**config.mk**
```make
export PLATFORM = sky130hd
export DESIGN_NAME = instr_decoder
export DESIGN_NICKNAME = d
export VERILOG_FILES = /design/src/source/id_pkg.sv /design/src/source/branch_target.sv /design/src/source/cond_check.sv /design/src/source/ctrl_decode.sv /design/src/source/instr_decoder.sv /design/src/source/reg_data_gen.sv
export VERILOG_INCLUDE_DIRS = /design/src /design/src/source
export SDC_FILE = /design/constraint.sdc
export NUM_CORES = 1
export LEC_CHECK = 0
export BUFFER_PORTS_ARGS = -buffer_cell sky130_fd_sc_hd__buf_2
export CORE_AREA = 2 2 132 134
export CTS_BUF_LIST = sky130_fd_sc_hd__clkbuf_8
export DETAILED_ROUTE_END_ITERATION = 16
export DIE_AREA = 0 0 134 136
export GPL_TIMING_DRIVEN = 0
export PLACE_DENSITY_LB_ADDON = 0.1
export SLEW_MARGIN = 20
export SYNTH_ARGS = -nofsm -noshare
export SYNTH_HDL_FRONTEND = slang
export SYNTH_SLANG_ARGS = --single-unit
```
**constraint.sdc**
```tcl
create_clock -name clk -period 4.6 [get_ports clk]
set_input_delay 0 -clock clk [delete_from_list [all_inputs] [get_ports clk]]
set_output_delay 0 -clock clk [all_outputs]
set_load 0.005 [all_outputs]
```
**src/source/id_macros.svh**
```systemverilog
// fixed 32-bit, 8-register ISA; opcode and condition encodings must match the assembler
`ifndef ID_MACROS_SVH
`define ID_MACROS_SVH

`define ID_WORD_W       32              // data and instruction width
`define ID_REG_ADDR_W   3               // eight registers
`define ID_IMM_W        16              // immediate and branch offset
`define ID_OP_W         7               // top opcode field, bits 31:25
`define ID_ALU_OP_W     3               // alu opcode, bits 27:25
`define ID_COND_W       4               // branch condition, bits 24:21

// memory and move group
`define ID_OP_LOAD      7'b1000000
`define ID_OP_STOR      7'b1000001
`define ID_OP_MOV       7'b0000000
`define ID_OP_MOVT      7'b0000001
`define ID_OP_CLR       7'b0000010
`define ID_OP_SET       7'b0000011
`define ID_OP_LSL       7'b0000100
`define ID_OP_LSR       7'b0000101

// alu immediate forms, bit 28 selects flag update
`define ID_OP_ADD       7'b0010001
`define ID_OP_SUB       7'b0010010
`define ID_OP_AND       7'b0010011
`define ID_OP_OR        7'b0010100
`define ID_OP_XOR       7'b0010101
`define ID_OP_ADDS      7'b0011001
`define ID_OP_SUBS      7'b0011010
`define ID_OP_ANDS      7'b0011011
`define ID_OP_ORS       7'b0011100
`define ID_OP_XORS      7'b0011101

// alu register forms
`define ID_OP_ADD2      7'b0110001
`define ID_OP_SUB2      7'b0110010
`define ID_OP_AND2      7'b0110011
`define ID_OP_OR2       7'b0110100
`define ID_OP_XOR2      7'b0110101
`define ID_OP_NOT       7'b0110110
`define ID_OP_ADDS2     7'b0111001
`define ID_OP_SUBS2     7'b0111010
`define ID_OP_ANDS2     7'b0111011
`define ID_OP_ORS2      7'b0111100
`define ID_OP_XORS2     7'b0111101

// flow control
`define ID_OP_B         7'b1100000
`define ID_OP_BCOND     7'b1100001
`define ID_OP_BR        7'b1100010
`define ID_OP_NOP       7'b1100100
`define ID_OP_HALT      7'b1101000

`define ID_COND_EQ      4'b0000
`define ID_COND_NE      4'b0001
`define ID_COND_CS      4'b0010
`define ID_COND_CC      4'b0011
`define ID_COND_MI      4'b0100
`define ID_COND_PL      4'b0101
`define ID_COND_VS      4'b0110
`define ID_COND_VC      4'b0111
`define ID_COND_HI      4'b1000
`define ID_COND_LS      4'b1001
`define ID_COND_GE      4'b1010
`define ID_COND_LT      4'b1011

`define ID_FLAG_N       31              // status word bit positions
`define ID_FLAG_Z       30
`define ID_FLAG_C       29
`define ID_FLAG_V       28

`endif

```
**src/source/id_pkg.sv**
```systemverilog
// instruction word views only; both layouts share the opcode in bits 31:25
`include "id_macros.svh"

package id_pkg;

    // one word, two decodings: data ops and branches
    typedef union packed {
        struct packed {
            logic [`ID_OP_W-1:0]       op;     // bits 31:25, alu op in 27:25
            logic [`ID_REG_ADDR_W-1:0] rd;     // dest, store source, branch pointer
            logic [`ID_REG_ADDR_W-1:0] rs1;    // op 1, memory pointer, shift source
            logic [`ID_REG_ADDR_W-1:0] rs2;    // op 2 for register forms
            logic [`ID_IMM_W-1:0]      imm;    // immediate
        } data;
        struct packed {
            logic [`ID_OP_W-1:0]       op;     // same field as data.op
            logic [`ID_COND_W-1:0]     cond;   // bits 24:21
            logic [4:0]                unused; // bits 20:16, ignored
            logic [`ID_IMM_W-1:0]      offset; // word offset, signed
        } br;
    } instr_word_t;

endpackage

```
**src/source/branch_target.sv**
```systemverilog
// offset is a signed word count; target is zero for every non-branch opcode
`timescale 1ns/1ns
`include "id_macros.svh"

module branch_target (
    input  id_pkg::instr_word_t   instruction,
    input  logic [`ID_WORD_W-1:0] re_pc_val,
    input  logic [`ID_WORD_W-1:0] reg1_val,       // branch pointer for br
    output logic [`ID_WORD_W-1:0] wr_pc_val
);

    logic [`ID_WORD_W-1:0] offset_x4;   // sign extended, byte aligned

    // replicate sign bit, two zero lsbs give the times four
    assign offset_x4 = {{(`ID_WORD_W-`ID_IMM_W-2){instruction.br.offset[`ID_IMM_W-1]}},
                        instruction.br.offset, 2'b00};

    always_comb begin
        case (instruction.br.op)
            `ID_OP_B, `ID_OP_BCOND: begin
                wr_pc_val = re_pc_val + offset_x4;  // pc relative
            end
            `ID_OP_BR: begin
                wr_pc_val = reg1_val + offset_x4;   // register relative
            end
            default: begin
                wr_pc_val = '0;
            end
        endcase
    end

endmodule

```
**src/source/cond_check.sv**
```systemverilog
// evaluates only codes 0 to 11; codes 12 to 15 never pass, valid for any opcode
`timescale 1ns/1ns
`include "id_macros.svh"

module cond_check (
    input  id_pkg::instr_word_t   instruction,
    input  logic [`ID_WORD_W-1:0] re_cpsr_val,    // only n z c v used
    output logic                  cond_met
);

    logic n, z, c, v;

    assign n = re_cpsr_val[`ID_FLAG_N];
    assign z = re_cpsr_val[`ID_FLAG_Z];
    assign c = re_cpsr_val[`ID_FLAG_C];
    assign v = re_cpsr_val[`ID_FLAG_V];

    always_comb begin
        case (instruction.br.cond)
            `ID_COND_EQ: cond_met = z;
            `ID_COND_NE: cond_met = ~z;
            `ID_COND_CS: cond_met = c;
            `ID_COND_CC: cond_met = ~c;
            `ID_COND_MI: cond_met = n;
            `ID_COND_PL: cond_met = ~n;
            `ID_COND_VS: cond_met = v;
            `ID_COND_VC: cond_met = ~v;
            `ID_COND_HI: cond_met = ~z & c;         // unsigned higher
            `ID_COND_LS: cond_met = ~(~z & c);      // inverse of hi
            `ID_COND_GE: cond_met = (n == z);       // compares n with z, as the core does
            `ID_COND_LT: cond_met = (n != z);
            default:     cond_met = 1'b0;           // reserved codes
        endcase
    end

endmodule

```
**src/source/ctrl_decode.sv**
```systemverilog
// enables and strobes forced low during reset and after halt; unused addresses read as zero
`timescale 1ns/1ns
`include "id_macros.svh"

module ctrl_decode (
    input  logic                       clk,
    input  logic                       reset,
    input  id_pkg::instr_word_t        instruction,
    input  logic                       cond_met,       // from cond_check
    output logic [`ID_REG_ADDR_W-1:0]  read_addr1,
    output logic [`ID_REG_ADDR_W-1:0]  read_addr2,
    output logic [`ID_REG_ADDR_W-1:0]  write_addr,
    output logic                       write_data_sel,
    output logic                       write_enable,
    output logic                       wr_cpsr,
    output logic [`ID_ALU_OP_W-1:0]    opcode,
    output logic                       ir_op,
    output logic                       data_read,
    output logic                       data_write,
    output logic                       wr_pc,
    output logic                       pc_mux,
    output logic                       halt_flag
);

    logic we_raw;       // register write before gating
    logic cpsr_raw;     // status write before gating
    logic rd_raw;       // memory read before gating
    logic wr_raw;       // memory write before gating
    logic pc_raw;       // pc load before gating
    logic hold;         // blocks every enable

    // sticky halt, only reset brings the core back
    always_ff @(posedge clk) begin
        if (reset) begin
            halt_flag <= 1'b0;
        end else if (instruction.data.op == `ID_OP_HALT) begin
            halt_flag <= 1'b1;
        end
    end

    assign hold = reset | halt_flag;

    always_comb begin
        read_addr1     = '0;
        read_addr2     = '0;
        write_addr     = '0;
        write_data_sel = 1'b0;                          // default: value from decoder
        opcode         = '0;
        ir_op          = 1'b0;
        we_raw         = 1'b0;
        cpsr_raw       = 1'b0;
        rd_raw         = 1'b0;
        wr_raw         = 1'b0;
        pc_raw         = 1'b0;
        case (instruction.data.op)
            `ID_OP_LOAD: begin
                read_addr1 = instruction.data.rs1;      // pointer reg
                write_addr = instruction.data.rd;
                we_raw     = 1'b1;
                rd_raw     = 1'b1;                      // mem data goes to reg file
            end
            `ID_OP_STOR: begin
                read_addr1 = instruction.data.rd;       // source reg -> data_out
                read_addr2 = instruction.data.rs1;      // pointer reg -> data_addr
                wr_raw     = 1'b1;
            end
            `ID_OP_MOV, `ID_OP_MOVT: begin
                read_addr1 = instruction.data.rd;       // keeps the other half of rd
                write_addr = instruction.data.rd;
                we_raw     = 1'b1;
            end
            `ID_OP_LSL, `ID_OP_LSR: begin
                read_addr1 = instruction.data.rs1;      // shift source
                write_addr = instruction.data.rd;
                we_raw     = 1'b1;
            end
            `ID_OP_CLR, `ID_OP_SET: begin
                write_addr = instruction.data.rd;       // constant, no read needed
                we_raw     = 1'b1;
            end
            `ID_OP_ADD, `ID_OP_SUB, `ID_OP_AND, `ID_OP_OR, `ID_OP_XOR,
            `ID_OP_ADDS, `ID_OP_SUBS, `ID_OP_ANDS, `ID_OP_ORS, `ID_OP_XORS: begin
                opcode         = instruction.data.op[`ID_ALU_OP_W-1:0];
                read_addr1     = instruction.data.rs1;
                write_addr     = instruction.data.rd;
                write_data_sel = 1'b1;                  // alu result
                we_raw         = 1'b1;
                cpsr_raw       = instruction.data.op[3]; // s bit, instr bit 28
            end
            `ID_OP_ADD2, `ID_OP_SUB2, `ID_OP_AND2, `ID_OP_OR2, `ID_OP_XOR2,
            `ID_OP_ADDS2, `ID_OP_SUBS2, `ID_OP_ANDS2, `ID_OP_ORS2, `ID_OP_XORS2: begin
                opcode         = instruction.data.op[`ID_ALU_OP_W-1:0];
                read_addr1     = instruction.data.rs1;
                read_addr2     = instruction.data.rs2;
                write_addr     = instruction.data.rd;
                ir_op          = 1'b1;                  // alu takes reg2 path
                write_data_sel = 1'b1;
                we_raw         = 1'b1;
                cpsr_raw       = instruction.data.op[3];
            end
            `ID_OP_NOT: begin
                opcode         = instruction.data.op[`ID_ALU_OP_W-1:0];
                read_addr1     = instruction.data.rs1;  // single operand
                write_addr     = instruction.data.rd;
                write_data_sel = 1'b1;
                we_raw         = 1'b1;
            end
            `ID_OP_B: begin
                pc_raw = 1'b1;
            end
            `ID_OP_BCOND: begin
                pc_raw = cond_met;
            end
            `ID_OP_BR: begin
                read_addr1 = instruction.data.rd;       // branch pointer in 24:22
                pc_raw     = 1'b1;
            end
            default: begin
                // nop, halt and unknown codes leave everything low
            end
        endcase
    end

    assign write_enable = we_raw & ~hold;
    assign wr_cpsr      = cpsr_raw & ~hold;
    assign data_read    = rd_raw & ~hold;
    assign data_write   = wr_raw & ~hold;
    assign wr_pc        = pc_raw & ~hold;
    assign pc_mux       = pc_raw & ~hold;               // decoder owns pc on a load

endmodule

```
**src/source/instr_decoder.sv**
```systemverilog
// single-cycle decoder; only halt_flag is registered, reg values must follow read addresses
`timescale 1ns/1ns
`include "id_macros.svh"

module instr_decoder (
    input  logic                       clk,
    input  logic                       reset,          // sync, active high
    input  id_pkg::instr_word_t        instruction,
    input  logic [`ID_WORD_W-1:0]      reg1_val,       // value at read_addr1
    input  logic [`ID_WORD_W-1:0]      reg2_val,       // value at read_addr2
    input  logic [`ID_WORD_W-1:0]      re_cpsr_val,    // status word
    input  logic [`ID_WORD_W-1:0]      re_pc_val,      // current pc
    output logic                       halt_flag,
    output logic [`ID_REG_ADDR_W-1:0]  read_addr1,
    output logic [`ID_REG_ADDR_W-1:0]  read_addr2,
    output logic [`ID_REG_ADDR_W-1:0]  write_addr,
    output logic [`ID_WORD_W-1:0]      write_data,
    output logic                       write_data_sel, // 1 -> alu result
    output logic                       write_enable,
    output logic                       wr_cpsr,
    output logic [`ID_WORD_W-1:0]      data_addr,
    output logic                       data_read,
    output logic                       data_write,
    output logic [`ID_WORD_W-1:0]      data_out,
    output logic [`ID_ALU_OP_W-1:0]    opcode,
    output logic [`ID_WORD_W-1:0]      operand2,
    output logic                       ir_op,          // 1 -> register operand
    output logic [`ID_WORD_W-1:0]      wr_pc_val,
    output logic                       wr_pc,
    output logic                       pc_mux          // 1 -> decoder drives pc
);

    logic cond_met; // branch condition passes

    ctrl_decode ctrl_decode_i (
        .clk            (clk),
        .reset          (reset),
        .instruction    (instruction),
        .cond_met       (cond_met),
        .read_addr1     (read_addr1),
        .read_addr2     (read_addr2),
        .write_addr     (write_addr),
        .write_data_sel (write_data_sel),
        .write_enable   (write_enable),
        .wr_cpsr        (wr_cpsr),
        .opcode         (opcode),
        .ir_op          (ir_op),
        .data_read      (data_read),
        .data_write     (data_write),
        .wr_pc          (wr_pc),
        .pc_mux         (pc_mux),
        .halt_flag      (halt_flag)
    );

    cond_check cond_check_i (
        .instruction (instruction),
        .re_cpsr_val (re_cpsr_val),
        .cond_met    (cond_met)
    );

    branch_target branch_target_i (
        .instruction (instruction),
        .re_pc_val   (re_pc_val),
        .reg1_val    (reg1_val),
        .wr_pc_val   (wr_pc_val)
    );

    reg_data_gen reg_data_gen_i (
        .instruction (instruction),
        .reg1_val    (reg1_val),
        .reg2_val    (reg2_val),
        .write_data  (write_data),
        .operand2    (operand2),
        .data_addr   (data_addr),
        .data_out    (data_out)
    );

endmodule

```
**src/source/reg_data_gen.sv**
```systemverilog
// immediates are zero extended here; reg1_val and reg2_val must match the current read addresses
`timescale 1ns/1ns
`include "id_macros.svh"

module reg_data_gen (
    input  id_pkg::instr_word_t   instruction,
    input  logic [`ID_WORD_W-1:0] reg1_val,
    input  logic [`ID_WORD_W-1:0] reg2_val,
    output logic [`ID_WORD_W-1:0] write_data,     // decoder generated reg value
    output logic [`ID_WORD_W-1:0] operand2,       // alu immediate operand
    output logic [`ID_WORD_W-1:0] data_addr,
    output logic [`ID_WORD_W-1:0] data_out
);

    logic [`ID_IMM_W-1:0]  imm;
    logic [`ID_WORD_W-1:0] imm_zx;      // immediate padded with zeros

    assign imm    = instruction.data.imm;
    assign imm_zx = {{(`ID_WORD_W-`ID_IMM_W){1'b0}}, imm};

    always_comb begin
        write_data = '0;
        operand2   = '0;
        data_addr  = '0;
        data_out   = '0;
        case (instruction.data.op)
            `ID_OP_MOV:  write_data = {reg1_val[`ID_WORD_W-1:`ID_IMM_W], imm}; // low half
            `ID_OP_MOVT: write_data = {imm, reg1_val[`ID_IMM_W-1:0]};          // high half
            `ID_OP_LSL:  write_data = reg1_val << imm;
            `ID_OP_LSR:  write_data = reg1_val >> imm;     // logical, zero fill
            `ID_OP_CLR:  write_data = '0;
            `ID_OP_SET:  write_data = '1;
            `ID_OP_ADD, `ID_OP_SUB, `ID_OP_AND, `ID_OP_OR, `ID_OP_XOR,
            `ID_OP_ADDS, `ID_OP_SUBS, `ID_OP_ANDS, `ID_OP_ORS, `ID_OP_XORS: begin
                operand2 = imm_zx;
            end
            `ID_OP_LOAD: begin
                data_addr = reg1_val + imm_zx;      // pointer + offset
            end
            `ID_OP_STOR: begin
                data_addr = reg2_val + imm_zx;      // pointer comes on port 2
                data_out  = reg1_val;               // source register value
            end
            default: begin
                // branches, register alu forms, nop and halt use none of these
            end
        endcase
    end

endmodule

```
==> metrics.md <==
| Metric | Value |
|---|---|
| Status | completed |
| Top Layer Used | met5 |
| Routed wire length | 45700 um |
| Worst-margin pin slew | 1240 ps |
| Final GP Congestion | 1.14 |
| Largest area contributor in the netlist | nand2_1 |
| Antenna violations before repair | 4 |
| CORE AREA | 0.0169 mm2 |
| Vias in the first global route | 11427 |
| Hold Fails Final Rpt | 0 |
| Detailed-route DRC error count | 0 |
| Post-synthesis register bit count | 1 |
| Main synth FF type | dfxtp_1 |
| Dpl hpwl | 35600 um |
| RSZ-0062 raised after global routing | false |
| Worst Path Arrival | 4430 ps |
| Initial Utilization | 0.506 |
| Period utilization | 0.964 |
| WL/cell | 24.1 um |
| Hold WS | 230 ps |
| Number of flip-flops in the largest register | 1 |
| CP required | 4600 ps |
| Post-synth EDFFs | 0 |
| Post-Synthesis Cells | 1369 |
| GRT overflow | 0 |
| Final slew viol count | 0 |
| Layout cell share with drive strength beyond 1 | 0.228 |
| Final nets | 1886 |
| Netlist Area Pre-Place | 0.00854 mm2 |
| # Post-CTS Setup Buffers | 0 |
| Die ar. | 0.0182 mm2 |
| Met3 wire length | 6640 um |
| GRT Util Overall | 0.476 |
| Die height | 136 um |
| Setup violators final | 0 |
| FF-to-FF Start | ctrl_decode_i.halt_flag |
| Crit Path Class | input pin to output port |
| Pin count of the biggest net entering global routing | 22 |
| Setup crit start kind | input pin |
| Slew headroom | 0.168 |
| P&R area growth vs syn | 20.9% |
| Die X | 134 um |
| Port Buf Inserts | 287 |
| First-pass GRT wire length | 66400 um |
| 1st-iter DRT viols | 1728 |
| Via count | 12593 |
| Antenna Nets Post-Route | 0 |
| CP Capture Type | output port |
| Row count | 48 |
| Synth top area share | 0.105 |
| Hold Path Class | input pin to flop |
| Clk Latency, worst-skew pair | 0 ps |
| Top reg by flops | ctrl_decode_i.halt_flag |
| Pre-antenna DRT Iters | 7 |
| Layout Skew | 0 ps |
| Max cap viols | 0 |
| Synth async-reset ratio | 0 |
| Crit path launch | instruction[25] |
| Synth unique cells | 82 |
| Main area contributors after synthesis | nand2_1, ha_1, nor2_1 |
| Boundary Pins | 343 |
| Hold Startpoint | reset |
| Met1 Wirelength | 16100 um |
| Top Registers | ctrl_decode_i.halt_flag: 1 flops |
| FILL cells | 1700 |
| Seq/Total Area, Yosys | 0.00234 |
| Max Clk Rate | 225 MHz |
| WL met2 | 19400 um |
| DR vias/cell | 6.64 |
| Synth warn | 0 |
| Avg Cell Area, Syn | 6.24 um2 |
| Max FO, Critical Path | 19 |
| Min Clock Period, post-route | 4430 ps |
| Clock transition at the registers of the reported paths | 0 ps |
cell families (layout without fill, tap and decap cells):
group | Yosys count | count (layout) | synth area share
other | 1 | 18 | 0.000439
buffers and inverters | 162 | 447 | 0.0823
adder cells (fa/ha/maj) | 53 | 53 | 0.0794
XOR/XNOR | 67 | 67 | 0.0687
AO/OA/AOI/OAI | 405 | 405 | 0.318
flip-flops | 1 | 1 | 0.00234
multiplexers | 86 | 86 | 0.134
AND/OR/NAND/NOR | 594 | 594 | 0.315
worst max-delay path, cell delays in order:
cell and delay, ps:
buf_4 160, nor4b_4 140, nand3_1 180, buf_2 380, buf_1 690, nand2_1 110, nand2_1 100, ha_1 280
a21o_1 200, a21oi_1 150, nor2_1 60, a211oi_1 330, a21boi_2 180, o31ai_2 720, nor3b_1 120, o22a_1 240
a221oi_1 210, buf_2 170
Yosys cell counts (10+ instances only):
master and n:
o22ai_1 17, a31oi_1 12, o21ai_1 27, xnor2_1 42, clkbuf_1 96, a21oi_1 89
o211ai_1 12, a221oi_1 34, buf_2 13, mux2_2 16, nand2b_1 15, mux4_2 21
mux2i_1 49, and3_1 12, nor3_1 26, inv_1 23, a22o_1 10, nor2_1 160
a211oi_1 22, a21o_1 20, nor2b_1 10, and2_1 60, o21ai_0 79, nand3_1 33
nand2_1 239, ha_1 51, xor2_1 25, buf_4 21
metrics by stage:
stage	setup TNS (ps)	utilization	area [um2]	setup slack, ps	std cells
global placement	-2130	0.611	10300	-423	1896
global route	0	0.612	10300	24.9	1894
CTS	0	0.611	10300	59.1	1895
detailed placement	-2840	0.611	10300	-457	1896
floorplan	0	-	8600	1050	1384
finish	0	0.612	10300	165	1896
layout by cell type (no fill, tap or decap), drive strengths merged, types with 26 or more instances in the layout:
cell type | synthesis | routed
ha | 51 | 51
buf | 41 | 327
o21ai | 107 | 107
and2 | 61 | 61
nor3 | 26 | 26
xnor2 | 42 | 42
mux2i | 49 | 49
clkbuf | 96 | 95
nand2 | 239 | 239
nand3 | 33 | 33
a21oi | 91 | 91
nor2 | 163 | 163
a221oi | 34 | 34
worst paths after layout:
check / end / slack (ps) / depth (start not counted)
worst max-delay path: data_addr[22] / 170 / 18
worst max register to register: ctrl_decode_i.halt_flag / 3870 / 2
worst min-delay path: ctrl_decode_i.halt_flag / 230 / 2
worst min register to register: ctrl_decode_i.halt_flag / 600 / 2
area by class of cell:
| cell class | count | area (um2) | share of cell area |
|---|---|---|---|
| Antenna cell | 2 | 5.00 | 0.000485 |
| Buffer | 135 | 608 | 0.0589 |
| Inverter | 25 | 93.8 | 0.00909 |
| Multi-Input combinational cell | 1221 | 7880 | 0.763 |
| Sequential cell | 1 | 20.0 | 0.00194 |
| Tap cell | 225 | 282 | 0.0273 |
| Timing Repair Buffer | 287 | 1440 | 0.139 |
metal layers:
layer / up-vias / GRT usage
li1: 5527 / -
met1: 5678 / 0.585
met2: 1101 / 0.740
met3: 283 / 0.131
met4: 4 / 0.290
met5: - / 0
timing repair:
action,CTS,global route
cloned,0,0
gates resized for setup,3,4
hold buffers,0,0
endpoints found under the setup margin,13,12
hold endpoints to repair,0,0
